<file path="src/include/spec_params.svh">
// Build-time constants for one transmit lane of the slotted network
// SPEC_RX_MARGIN has to cover every packet that can be in flight
`ifndef SPEC_PARAMS_SVH
`define SPEC_PARAMS_SVH

//////////////////////////////////////////////////
// Network geometry
//////////////////////////////////////////////////

// Port count, sets dest and source widths
`define SPEC_PORTS      4
// Payload bits per packet
`define SPEC_DATA_W     32

//////////////////////////////////////////////////
// Buffering and timing
//////////////////////////////////////////////////

`define SPEC_TX_DEPTH   8
`define SPEC_RX_DEPTH   16
// Cycles per slot, at most one launch per slot
`define SPEC_SLOT_SIZE  8
// Fibre time of flight in cycles
`define SPEC_TOF        3
// Free entries left when the receiver says nearly full
`define SPEC_RX_MARGIN  (`SPEC_TOF + 2)

`endif
</file>
<file path="src/spec_pkg.sv">
// Shared types of the lane; field widths follow the params header
// packet_t is valid, dest, source, data from MSB down
`include "spec_params.svh"

package spec_pkg;

  // Width of a port index
  localparam int PORT_W = $clog2(`SPEC_PORTS);

  // One packet on the host side, in the FIFOs and on the fibre
  typedef struct packed {
    logic                    valid;
    logic [PORT_W-1:0]       dest;
    logic [PORT_W-1:0]       source;
    logic [`SPEC_DATA_W-1:0] data;
  } packet_t;

  // Speculative request to the external scheduler
  typedef struct packed {
    logic              valid;
    logic [PORT_W-1:0] port;
  } req_t;

  // Receiver levels fed back to the transmitter
  typedef struct packed {
    logic full;
    logic nearly_full;
  } rx_status_t;

  // Occupancy classes of a packet FIFO
  typedef enum logic [1:0] {
    FIFO_EMPTY,
    FIFO_PARTIAL,
    FIFO_NEARLY_FULL,
    FIFO_FULL
  } fifo_state_e;

endpackage

</file>
<file path="src/spec_link_top.sv">
// One lane: transmitter, fibre, receive buffer
// req goes to an external scheduler; no grant comes back
// link is a probe of the fibre output
`timescale 1ns/1ns

module spec_link_top (
  input  logic              clk,
  input  logic              rst,
  // Host write side
  input  spec_pkg::packet_t din,
  output logic              full_out,
  // Scheduler side
  output spec_pkg::req_t    req,
  // Fibre probe
  output spec_pkg::packet_t link,
  // Host read side
  input  logic              pop,
  output spec_pkg::packet_t rx_out,
  output logic [15:0]       drop_count
);
  import spec_pkg::*;

  // Receiver levels, combinational loop-free feedback
  rx_status_t rx_status;

  //////////////////////////////////////////////////
  // Transmit end
  //////////////////////////////////////////////////

  tx_recirc u_tx (
    .clk       (clk),
    .rst       (rst),
    .din       (din),
    .rx_status (rx_status),
    .req       (req),
    .link      (link),
    .full_out  (full_out)
  );

  //////////////////////////////////////////////////
  // Receive end
  //////////////////////////////////////////////////

  rx_buffer u_rx (
    .clk        (clk),
    .rst        (rst),
    .link       (link),
    .pop        (pop),
    .rx_out     (rx_out),
    .rx_status  (rx_status),
    .drop_count (drop_count)
  );

endmodule

</file>
<file path="src/rx_buffer.sv">
// Receive buffer at the far end of the fibre
// Status is combinational and goes straight back to the transmitter
// drop_count wraps after 65535 drops
`timescale 1ns/1ns
`include "spec_params.svh"

module rx_buffer (
  input  logic                 clk,
  input  logic                 rst,
  input  spec_pkg::packet_t    link,
  input  logic                 pop,
  output spec_pkg::packet_t    rx_out,
  output spec_pkg::rx_status_t rx_status,
  output logic [15:0]          drop_count
);

  logic buf_full;
  logic buf_nearly_full;
  logic accept;
  logic drop;

  //////////////////////////////////////////////////
  // Arrival handling
  //////////////////////////////////////////////////

  // Packet fits unless the buffer is already full
  assign accept = link.valid && !buf_full;
  assign drop   = link.valid && buf_full;

  // Show-ahead storage, head goes to the host
  pkt_fifo #(
    .DEPTH  (`SPEC_RX_DEPTH),
    .MARGIN (`SPEC_RX_MARGIN)
  ) rx_fifo (
    .clk         (clk),
    .rst         (rst),
    .din         (link),
    .wr_en       (accept),
    .rd_en       (pop),
    .dout        (rx_out),
    .full        (buf_full),
    .nearly_full (buf_nearly_full),
    .empty       ()
  );

  // Back to the transmitter, no register
  always_comb begin
    rx_status.full        = buf_full;
    rx_status.nearly_full = buf_nearly_full;
  end

  // Overflow drops
  always_ff @(posedge clk) begin
    if (rst) begin
      drop_count <= '0;
    end else if (drop) begin
      drop_count <= drop_count + 16'd1;
    end
  end

  // Host pops only a visible head
  a_pop_valid: assert property (@(posedge clk) disable iff (rst)
    pop |-> rx_out.valid)
    else $error("rx_buffer: pop with no packet at rx_out");

endmodule

</file>
<file path="src/tx_recirc.sv">
// Single-FIFO speculative transmitter; launches need a free slot and receiver room
// Requests are speculative and no grant is awaited
// Host must keep din.valid low while full_out is high
`timescale 1ns/1ns
`include "spec_params.svh"

module tx_recirc (
  input  logic                 clk,
  input  logic                 rst,
  input  spec_pkg::packet_t    din,
  input  spec_pkg::rx_status_t rx_status,
  output spec_pkg::req_t       req,
  output spec_pkg::packet_t    link,
  output logic                 full_out
);
  import spec_pkg::*;

  localparam int               CNT_W    = $clog2(`SPEC_SLOT_SIZE) + 1;
  localparam logic [CNT_W-1:0] SLOT_END = CNT_W'(`SPEC_SLOT_SIZE);

  packet_t          fifo_head;
  packet_t          launch_reg;
  logic             fifo_full;
  logic             fifo_empty;
  logic             slot_ready;
  logic             rx_blocked;
  logic             launch;
  logic [CNT_W-1:0] slot_cnt;

  //////////////////////////////////////////////////
  // Input FIFO
  //////////////////////////////////////////////////

  // Every valid host word is written
  pkt_fifo #(
    .DEPTH  (`SPEC_TX_DEPTH),
    .MARGIN (0)
  ) input_fifo (
    .clk         (clk),
    .rst         (rst),
    .din         (din),
    .wr_en       (din.valid),
    .rd_en       (launch),
    .dout        (fifo_head),
    .full        (fifo_full),
    .nearly_full (),
    .empty       (fifo_empty)
  );

  assign full_out = fifo_full;

  //////////////////////////////////////////////////
  // Slot pacer and request
  //////////////////////////////////////////////////

  // Rests at SLOT_END, restarts at 1 on a request
  always_ff @(posedge clk) begin
    if (rst) begin
      slot_cnt <= SLOT_END;
    end else if (req.valid) begin
      slot_cnt <= CNT_W'(1);
    end else if (slot_cnt != SLOT_END) begin
      slot_cnt <= slot_cnt + 1'b1;
    end
  end

  assign slot_ready = (slot_cnt == SLOT_END);

  // Request names the head's destination
  always_comb begin
    req.valid = !fifo_empty && slot_ready;
    req.port  = fifo_head.dest;
  end

  // Either level holds the head back; the slot is still spent
  assign rx_blocked = rx_status.full || rx_status.nearly_full;
  assign launch     = req.valid && !rx_blocked;

  //////////////////////////////////////////////////
  // Launch register and fibre
  //////////////////////////////////////////////////

  // Head is popped into the register on launch
  always_ff @(posedge clk) begin
    if (rst) begin
      launch_reg.valid <= 1'b0;
    end else if (launch) begin
      launch_reg <= fifo_head;
    end else begin
      launch_reg.valid <= 1'b0;
    end
  end

  // TOF plus one cycles in flight
  tof_delay #(
    .STAGES (`SPEC_TOF + 1)
  ) send_delay (
    .clk  (clk),
    .rst  (rst),
    .din  (launch_reg),
    .dout (link)
  );

  // Arrivals keep the slot spacing after the fibre
  for (genvar g = 1; g < `SPEC_SLOT_SIZE; g++) begin : g_slot_gap
    a_slot_gap: assert property (@(posedge clk) disable iff (rst)
      $rose(link.valid) |-> !$past(link.valid, g))
      else $error("tx_recirc: two launches within one slot");
  end

endmodule

</file>
<file path="src/tof_delay.sv">
// Fibre model: fixed latency of STAGES cycles, no back-pressure
// STAGES must be at least 1
`timescale 1ns/1ns

module tof_delay #(
  parameter int STAGES = 4
) (
  input  logic              clk,
  input  logic              rst,
  input  spec_pkg::packet_t din,
  output spec_pkg::packet_t dout
);
  import spec_pkg::*;

  // One packet per stage along the fibre
  packet_t stage [STAGES];

  //////////////////////////////////////////////////
  // Shift chain
  //////////////////////////////////////////////////

  always_ff @(posedge clk) begin
    if (rst) begin
      // Empty fibre, payload left as is
      for (int i = 0; i < STAGES; i++) begin
        stage[i].valid <= 1'b0;
      end
    end else begin
      stage[0] <= din;
      // Advance one stage per cycle
      for (int i = 1; i < STAGES; i++) begin
        stage[i] <= stage[i-1];
      end
    end
  end

  // Far end of the fibre
  assign dout = stage[STAGES-1];

endmodule

</file>
<file path="src/pkt_fifo.sv">
// Show-ahead packet FIFO; dout.valid is low whenever the FIFO is empty
// Writes while full and reads while empty are ignored
`timescale 1ns/1ns

module pkt_fifo #(
  parameter int DEPTH  = 8,
  parameter int MARGIN = 0
) (
  input  logic              clk,
  input  logic              rst,
  input  spec_pkg::packet_t din,
  input  logic              wr_en,
  input  logic              rd_en,
  output spec_pkg::packet_t dout,
  output logic              full,
  output logic              nearly_full,
  output logic              empty
);
  import spec_pkg::*;

  localparam int PTR_W = (DEPTH > 1) ? $clog2(DEPTH) : 1;
  localparam int CNT_W = $clog2(DEPTH + 1);

  packet_t          mem [DEPTH];
  logic [PTR_W-1:0] wr_ptr;
  logic [PTR_W-1:0] rd_ptr;
  logic [CNT_W-1:0] count;
  fifo_state_e      state;
  logic             do_wr;
  logic             do_rd;

  // Wrap a pointer at DEPTH, also for non power of two depths
  function automatic logic [PTR_W-1:0] ptr_next(input logic [PTR_W-1:0] p);
    if (p == PTR_W'(DEPTH - 1)) begin
      return '0;
    end
    return p + 1'b1;
  endfunction

  // Effective strobes, illegal ones are dropped
  assign do_wr = wr_en && (state != FIFO_FULL);
  assign do_rd = rd_en && (state != FIFO_EMPTY);

  // Classify occupancy
  always_comb begin
    if (count == '0) begin
      state = FIFO_EMPTY;
    end else if (count == CNT_W'(DEPTH)) begin
      state = FIFO_FULL;
    end else if ((CNT_W'(DEPTH) - count) <= CNT_W'(MARGIN)) begin
      state = FIFO_NEARLY_FULL;
    end else begin
      state = FIFO_PARTIAL;
    end
  end

  // Storage
  always_ff @(posedge clk) begin
    if (do_wr) begin
      mem[wr_ptr] <= din;
    end
  end

  // Pointers and occupancy
  always_ff @(posedge clk) begin
    if (rst) begin
      wr_ptr <= '0;
      rd_ptr <= '0;
      count  <= '0;
    end else begin
      if (do_wr) begin
        wr_ptr <= ptr_next(wr_ptr);
      end
      if (do_rd) begin
        rd_ptr <= ptr_next(rd_ptr);
      end
      case ({do_wr, do_rd})
        2'b10:   count <= count + 1'b1;
        2'b01:   count <= count - 1'b1;
        default: count <= count;
      endcase
    end
  end

  // Head is visible without a read, valid only while occupied
  always_comb begin
    dout       = mem[rd_ptr];
    dout.valid = (state != FIFO_EMPTY);
  end

  // Flags, nearly_full includes full
  assign full        = (state == FIFO_FULL);
  assign nearly_full = (state == FIFO_NEARLY_FULL) || (state == FIFO_FULL);
  assign empty       = (state == FIFO_EMPTY);

  // Caller must respect the flags
  a_no_wr_full: assert property (@(posedge clk) disable iff (rst)
    wr_en |-> (state != FIFO_FULL))
    else $error("pkt_fifo: write while full, packet dropped");
  a_no_rd_empty: assert property (@(posedge clk) disable iff (rst)
    rd_en |-> (state != FIFO_EMPTY))
    else $error("pkt_fifo: read while empty");

endmodule

</file>
<file path="config.mk">
export PLATFORM = sky130hd
export DESIGN_NAME = spec_link_top
export DESIGN_NICKNAME = d
export VERILOG_FILES = /design/src/spec_pkg.sv /design/src/spec_link_top.sv /design/src/rx_buffer.sv /design/src/tx_recirc.sv /design/src/tof_delay.sv /design/src/pkt_fifo.sv
export VERILOG_INCLUDE_DIRS = /design/src /design/src/include
export SDC_FILE = /design/constraint.sdc
export NUM_CORES = 1
export LEC_CHECK = 0
export BUFFER_PORTS_ARGS = -buffer_cell sky130_fd_sc_hd__buf_2
export CAP_MARGIN = 40
export CORE_MARGIN = 3
export CORE_UTILIZATION = 40
export DETAILED_ROUTE_END_ITERATION = 16
export GPL_TIMING_DRIVEN = 0
export SLEW_MARGIN = 0
export SYNTH_ARGS = -nofsm -noshare
export SYNTH_HDL_FRONTEND = slang
export SYNTH_SLANG_ARGS = --single-unit
</file>
<file path="constraint.sdc">
create_clock -name clk -period 6.3 [get_ports clk]
set_clock_uncertainty 0.15 [all_clocks]
set_input_delay 0.63 -clock clk [delete_from_list [all_inputs] [get_ports clk]]
set_output_delay 0.63 -clock clk [all_outputs]
set_load 0.01 [all_outputs]
</file>
After elaboration in Yosys (flattened, before gate mapping)
Memories as Yosys holds them, arrays and structs flattened. A register that Yosys moved wholly into a read port is not among the register bits.
Cells that the tools add are included.
{"block": "totals", "wordCells": 122, "ram_bits": 1036, "in_bits": 40, "mem_count": 3, "register_bits": 80, "out_inout_bits": 94}
{"name": "u_rx.rx_fifo.mem", "words": 16, "word_bits": 37, "read_ports": 1, "rd_ports_with_merged_regs": 1, "write_ports": 1, "line_no": "pkt_fifo.sv:24", "rtl": "packet_t mem [DEPTH];"}
{"name": "u_tx.input_fifo.mem", "words": 8, "word_bits": 37, "read_ports": 1, "rd_ports_with_merged_regs": 1, "write_ports": 1, "line_no": "pkt_fifo.sv:24"}
{"name": "u_tx.send_delay.stage", "words": 4, "word_bits": 37, "read_ports": 4, "rd_ports_with_merged_regs": 0, "write_ports": 4, "line_no": "tof_delay.sv:16", "rtl": "packet_t stage [STAGES];"}
{"block": "op_classes", "reduce_logical": 24, "eq_ne": 17, "n_bitwise": 6, "n_addsub": 12, "mux": 45, "n_lt_le_gt_ge": 2}
{"op": "two-way mux 4 bit", "count": 8}
{"op": "two-way mux 1 bit", "count": 23}
{"op": "two-way mux 3 bit", "count": 6}
{"op": "adder 16 x 1 -> 16 bit, second input constant", "count": 1}
{"op": "adder 4 x 1 -> 4 bit, second input constant", "count": 4}
{"op": "equality test 4 bit, second input constant", "count": 4}
{"op": "two-way mux 2 bit", "count": 6}
{"op": "equality test 2 bit, second input constant", "count": 5}
{"op": "one-hot mux 5 bit (2 select lines)", "count": 1}
{"op": "nonzero test 2 bit", "count": 5}
{"op": "logical AND 1 bit", "count": 8}
{"op": "one-hot mux 4 bit (2 select lines)", "count": 1}
{"op": "adder 3 x 1 -> 3 bit, second input constant", "count": 2}
{"op": "equality test 3 bit, second input constant", "count": 2}
{"op": "adder 5 x 1 -> 5 bit, second input constant", "count": 1}
{"op": "equality test 5 bit, second input constant", "count": 1}
{"op": "less-or-equal comparator 5 x 3 -> 1 bit, second input constant", "count": 1}
{"op": "zero test 5 bit", "count": 1}
{"op": "subtractor 5 x 1 -> 5 bit, second input constant", "count": 1}
{"op": "subtractor 5 bit, first input constant", "count": 1}
{"op": "equality test 2 x 1 -> 1 bit, second input constant", "count": 2}
{"op": "less-or-equal comparator 4 x 1 -> 1 bit, second input constant", "count": 1}
{"op": "zero test 4 bit", "count": 1}
{"op": "!= test 2 bit, second input constant", "count": 2}
{"op": "10 further kinds", "count": 18}

Depth between registers and ports, before layout
{"block": "depth", "word_depth": 16, "ltp_mapped": 15, "depth_no_buf": 15}

Hierarchy
Synthesis repeated with hierarchy kept, for this count alone.
{"block": "unflattened", "cells_unflattened": 1806, "area_unflattened_um2": 40849.2}
{"mod": "pkt_fifo at u_rx.rx_fifo", "area_per_inst_um2": 22516.6, "n_inst": 1, "seq_area_each_um2": 17636.9, "cells_each": 1006}
{"mod": "pkt_fifo at u_tx.input_fifo", "area_per_inst_um2": 11758.8, "n_inst": 1, "seq_area_each_um2": 8908.5, "cells_each": 494}
{"mod": "tof_delay", "area_per_inst_um2": 4433.0, "n_inst": 1, "seq_area_each_um2": 4404.2, "cells_each": 153}
{"mod": "tx_recirc", "area_per_inst_um2": 1351.3, "n_inst": 1, "seq_area_each_um2": 1181.1, "cells_each": 64}
{"mod": "rx_buffer", "area_per_inst_um2": 789.5, "n_inst": 1, "seq_area_each_um2": 320.3, "cells_each": 89}

Worst setup path after synthesis
OpenSTA, ideal clock, no wires.
{"block": "synth_timing", "path_type": "in2reg", "from": "input port din[36] (netlist bit)", "to": "memory u_tx.input_fifo.mem[0][0] (netlist bit), enable pin", "n_path_buf": 1, "path_stages": 3, "required_ns": 5.631, "t_arrival_ns": 4.487, "setup_time_ns": 0.519, "setup_slack_ns": 1.144, "path_cell_list": "a21bo_2 clkbuf_1 nor4_1"}
{"block": "synth_via", "elab_chain_len": 3}
{"element": "start: declaration", "line_no": "spec_link_top.sv:10", "rtl": "input spec_pkg::packet_t din,"}
{"element": "logical AND 1 bit", "line_no": "pkt_fifo.sv:41", "rtl": "assign do_wr = wr_en && (state != FIFO_FULL);"}
{"element": "two-way mux 1 bit", "line_no": "pkt_fifo.sv:59", "rtl": "if (do_wr) begin"}
{"element": "two-way mux 1 bit (not written as such)", "line_no": "pkt_fifo.sv:60", "rtl": "mem[wr_ptr] <= din;"}
{"element": "end: declaration", "line_no": "pkt_fifo.sv:24"}
No other way between the ends.

==> metrics.txt <==
run status=finished, final reports clean; CP Launch Type=register; Starting Density=just over 40%; switch share=21.4%; Post-Syn Nets=about 1800; routed len/inst=between 20 and 25 um; Data arrival, critical path=between 3 and 4 ns; most frequent CP cell=buf_2; Largest delay share family, worst path=buffers and inverters; placed cell count=about 3200; Placer Congestion=0.732; Largest register FFs=~580; Slowest cell on crit path=clkbuf_1; initial drt markers=1461; met1 wire length=between 30000 and 40000 um; cell row count=about 120; internal power=~12 mW; sequential share of power=a little over half; Comb pwr share=6.5%; worst-path fanout max=10; Post-CTS Hold Buffers=0; Largest regs=u_rx.rx_fifo.mem (576), u_tx.input_fifo.mem (288), u_tx.send_delay.stage (148); f_max=239 MHz; commonest non-fill, non-tap cell in the layout=edfxtp_1; CTS max path bufs=3; die height=between 300 and 400 um; Synth warnings=0; met2 routed WL=roughly 44000 um; final period utilization=~66%; Hold Vio Cnt, Final=0; Layout Cells excl Fill=3405; CTS clk-pin slew, worst paths=approximately 0.060 ns; switching pwr=about 3.4 mW; largest net degree at the start of global routing=90; Overall Global Routing Usage=between 10% and 20%; pre-CTS setup slack=~2.4 ns; vias in the first global route=18800; Max IR drop VDD=0.000163 V; Final #Nets=between 2000 and 2500; WP buf/inv=4; hpwl dp=53900 um; Pre-Repair DR Iteration Count=5; sequential element share of the synthesized area=between 80% and 90%; Clk pwr share=about two fifths; TritonCTS Buffers=around 110; commonest non-fill, non-tap cells in the layout=edfxtp_1 (1044), mux4_2 (252), buf_2 (155), clkbuf_16 (110), dfxtp_1 (55); top routing layer in use=met5; IO Count=between 100 and 150; relative slew slack=between 30% and 40%; biggest cell delay along the critical path=about 0.64 ns; Die X-Extent=between 300 and 400 um; Top reg by flops=u_rx.rx_fifo.mem; Hold Crit Class=input pin to register; PnR worst setup slack=2.12 ns; core area=~100000 um^2; actual slew at the worst max-slew pin=approximately 0.9 ns; post-CTS sizing=0; crit end category=output port; final worst path period need=4.18 ns; RSZ-0062 raised after global routing=false; Max Cap Viol=0; Mapped Area=a little over 40000 um^2; Die Area=105000 um^2; Syn Area/Cell=between 20 and 25 um^2; met3 routed WL=around 4700 um; PD cells=about 330 nW/um^2; class of the most critical setup path=register to output port; Overflow after GRT=0; global-route wire length before repair=approximately 120000 um; share of layout cells above drive strength 1=between 30% and 40%; P_leak=14.9 nW; CTS tree=built; antenna violations before repair=14; Max Transition Viols Final=0; crit path cell chain=buf_2, buf_2, clkbuf_1, mux4_2, mux4_2, buf_2; antenna-violating nets left=0; Final setup viols=0; root buffer cell=clkbuf_16; DRC Markers=0; Vias=around 18000; count of cell types in the netlist=37; H-Tree Depth=3; area grow syn2layout=16.7%; Port Buffer Count=133; setup bufs post-CTS=0; CP required=between 5 and 6 ns; Yosys reg bits=~1100; Via density=a little over 5; Clk Latency, worst-skew pair=around 0.67 ns; Sink Count=around 1100; cells after synthesis=about 1700; Hold WS=0.0760 ns; detailed-route wire length=83800 um
metrics by stage:
step | power, mW | utilization, % | setup TNS [ns] | area (um^2)
6_report | 15.8 | 47.1 | 0 | 47200
5_1_grt | 16.3 | 47.1 | 0 | 47200
4_1_cts | 15.9 | 47.1 | 0 | 47200
3_5_place_dp | 9.74 | 43.6 | 0 | 43700
3_3_place_gp | 9.67 | 42.7 | -242.80 | 42700
2_1_floorplan | 9.32 | - | 0 | 40500
cell type report:
class | instances | area (um^2)
multi-input cells | 522 | 7650
clock buffers | 133 | 2880
plain buffers | 69 | 352
repair buffers | 191 | 1550
flip-flops and latches | 1099 | 32500
clock inverters | 64 | 583
inverters | 20 | 80.1
well taps | 1298 | 1620
fillers | 8113 | 53000
diodes | 9 | 22.5
power by group through the flow:
stage	Sequential (mW)	Clock [mW]	Combinational (mW)
final	8.54	6.19	1.03
after global routing	8.56	6.63	1.13
after CTS	8.54	6.33	1.06
after detailed placement	8.69	0	1.05
after global placement	8.70	0	0.972
after floorplan	8.64	0	0.679
synthesized netlist by cell type, drive strengths merged:
library cell | n | share of area [%]
nor3 | 13 | 0.16
a21bo | 1 | 0.025
ha | 23 | 0.71
nand2b | 2 | 0.031
inv | 20 | 0.19
nand4 | 3 | 0.046
nand2 | 28 | 0.26
mux2i | 4 | 0.099
edfxtp | 1044 | 78
a21o | 2 | 0.037
fa | 2 | 0.099
dfxtp | 55 | 2.7
mux2 | 37 | 1.0
mux4 | 252 | 14
xnor2 | 8 | 0.17
nand3b | 1 | 0.019
xor2 | 16 | 0.35
a311oi | 1 | 0.022
nor2b | 7 | 0.11
nor4 | 4 | 0.062
nor3b | 3 | 0.056
o31ai | 1 | 0.019
and2 | 17 | 0.26
nand3 | 10 | 0.12
o211ai | 1 | 0.031
a21oi | 24 | 0.30
or3 | 5 | 0.077
nor2 | 43 | 0.40
and3 | 3 | 0.046
buf | 37 | 0.57
clkbuf | 32 | 0.30
or3b | 1 | 0.022
o21ai | 9 | 0.11
a31oi | 1 | 0.015
final timing paths:
path / slack (ns) / cells past startpoint / endpoint / startpoint
max: 2.12 / 6 / rx_out[33] / register
min reg2reg: 0.25 / 0 / u_tx.send_delay.stage[3][7] / u_tx.send_delay.stage[2][7]
max reg2reg: 2.38 / 13 / u_rx.rx_fifo.count[4] / u_rx.rx_fifo.count[0]
min: 0.08 / 1 / u_tx.input_fifo.mem[7][0] / din[0]
cells by family after synthesis:
| family | synth area share, % |
|---|---|
| fa+ha+maj | 0.810 |
| buf+inv | 1.05 |
| xor+xnor | 0.520 |
| flops | 80.2 |
| mux | 15.2 |
| compound gates | 0.557 |
| simple gates | 1.67 |
per-layer routing:
metal / vias to the layer above / GRT usage, %
met5: - / 0
met4: 10 / 4.99
met3: 108 / 3.53
met2: 419 / 27.8
met1: 9399 / 20.7
li1: 7764 / -
Note: power is estimated with default switching activity, not from simulation.
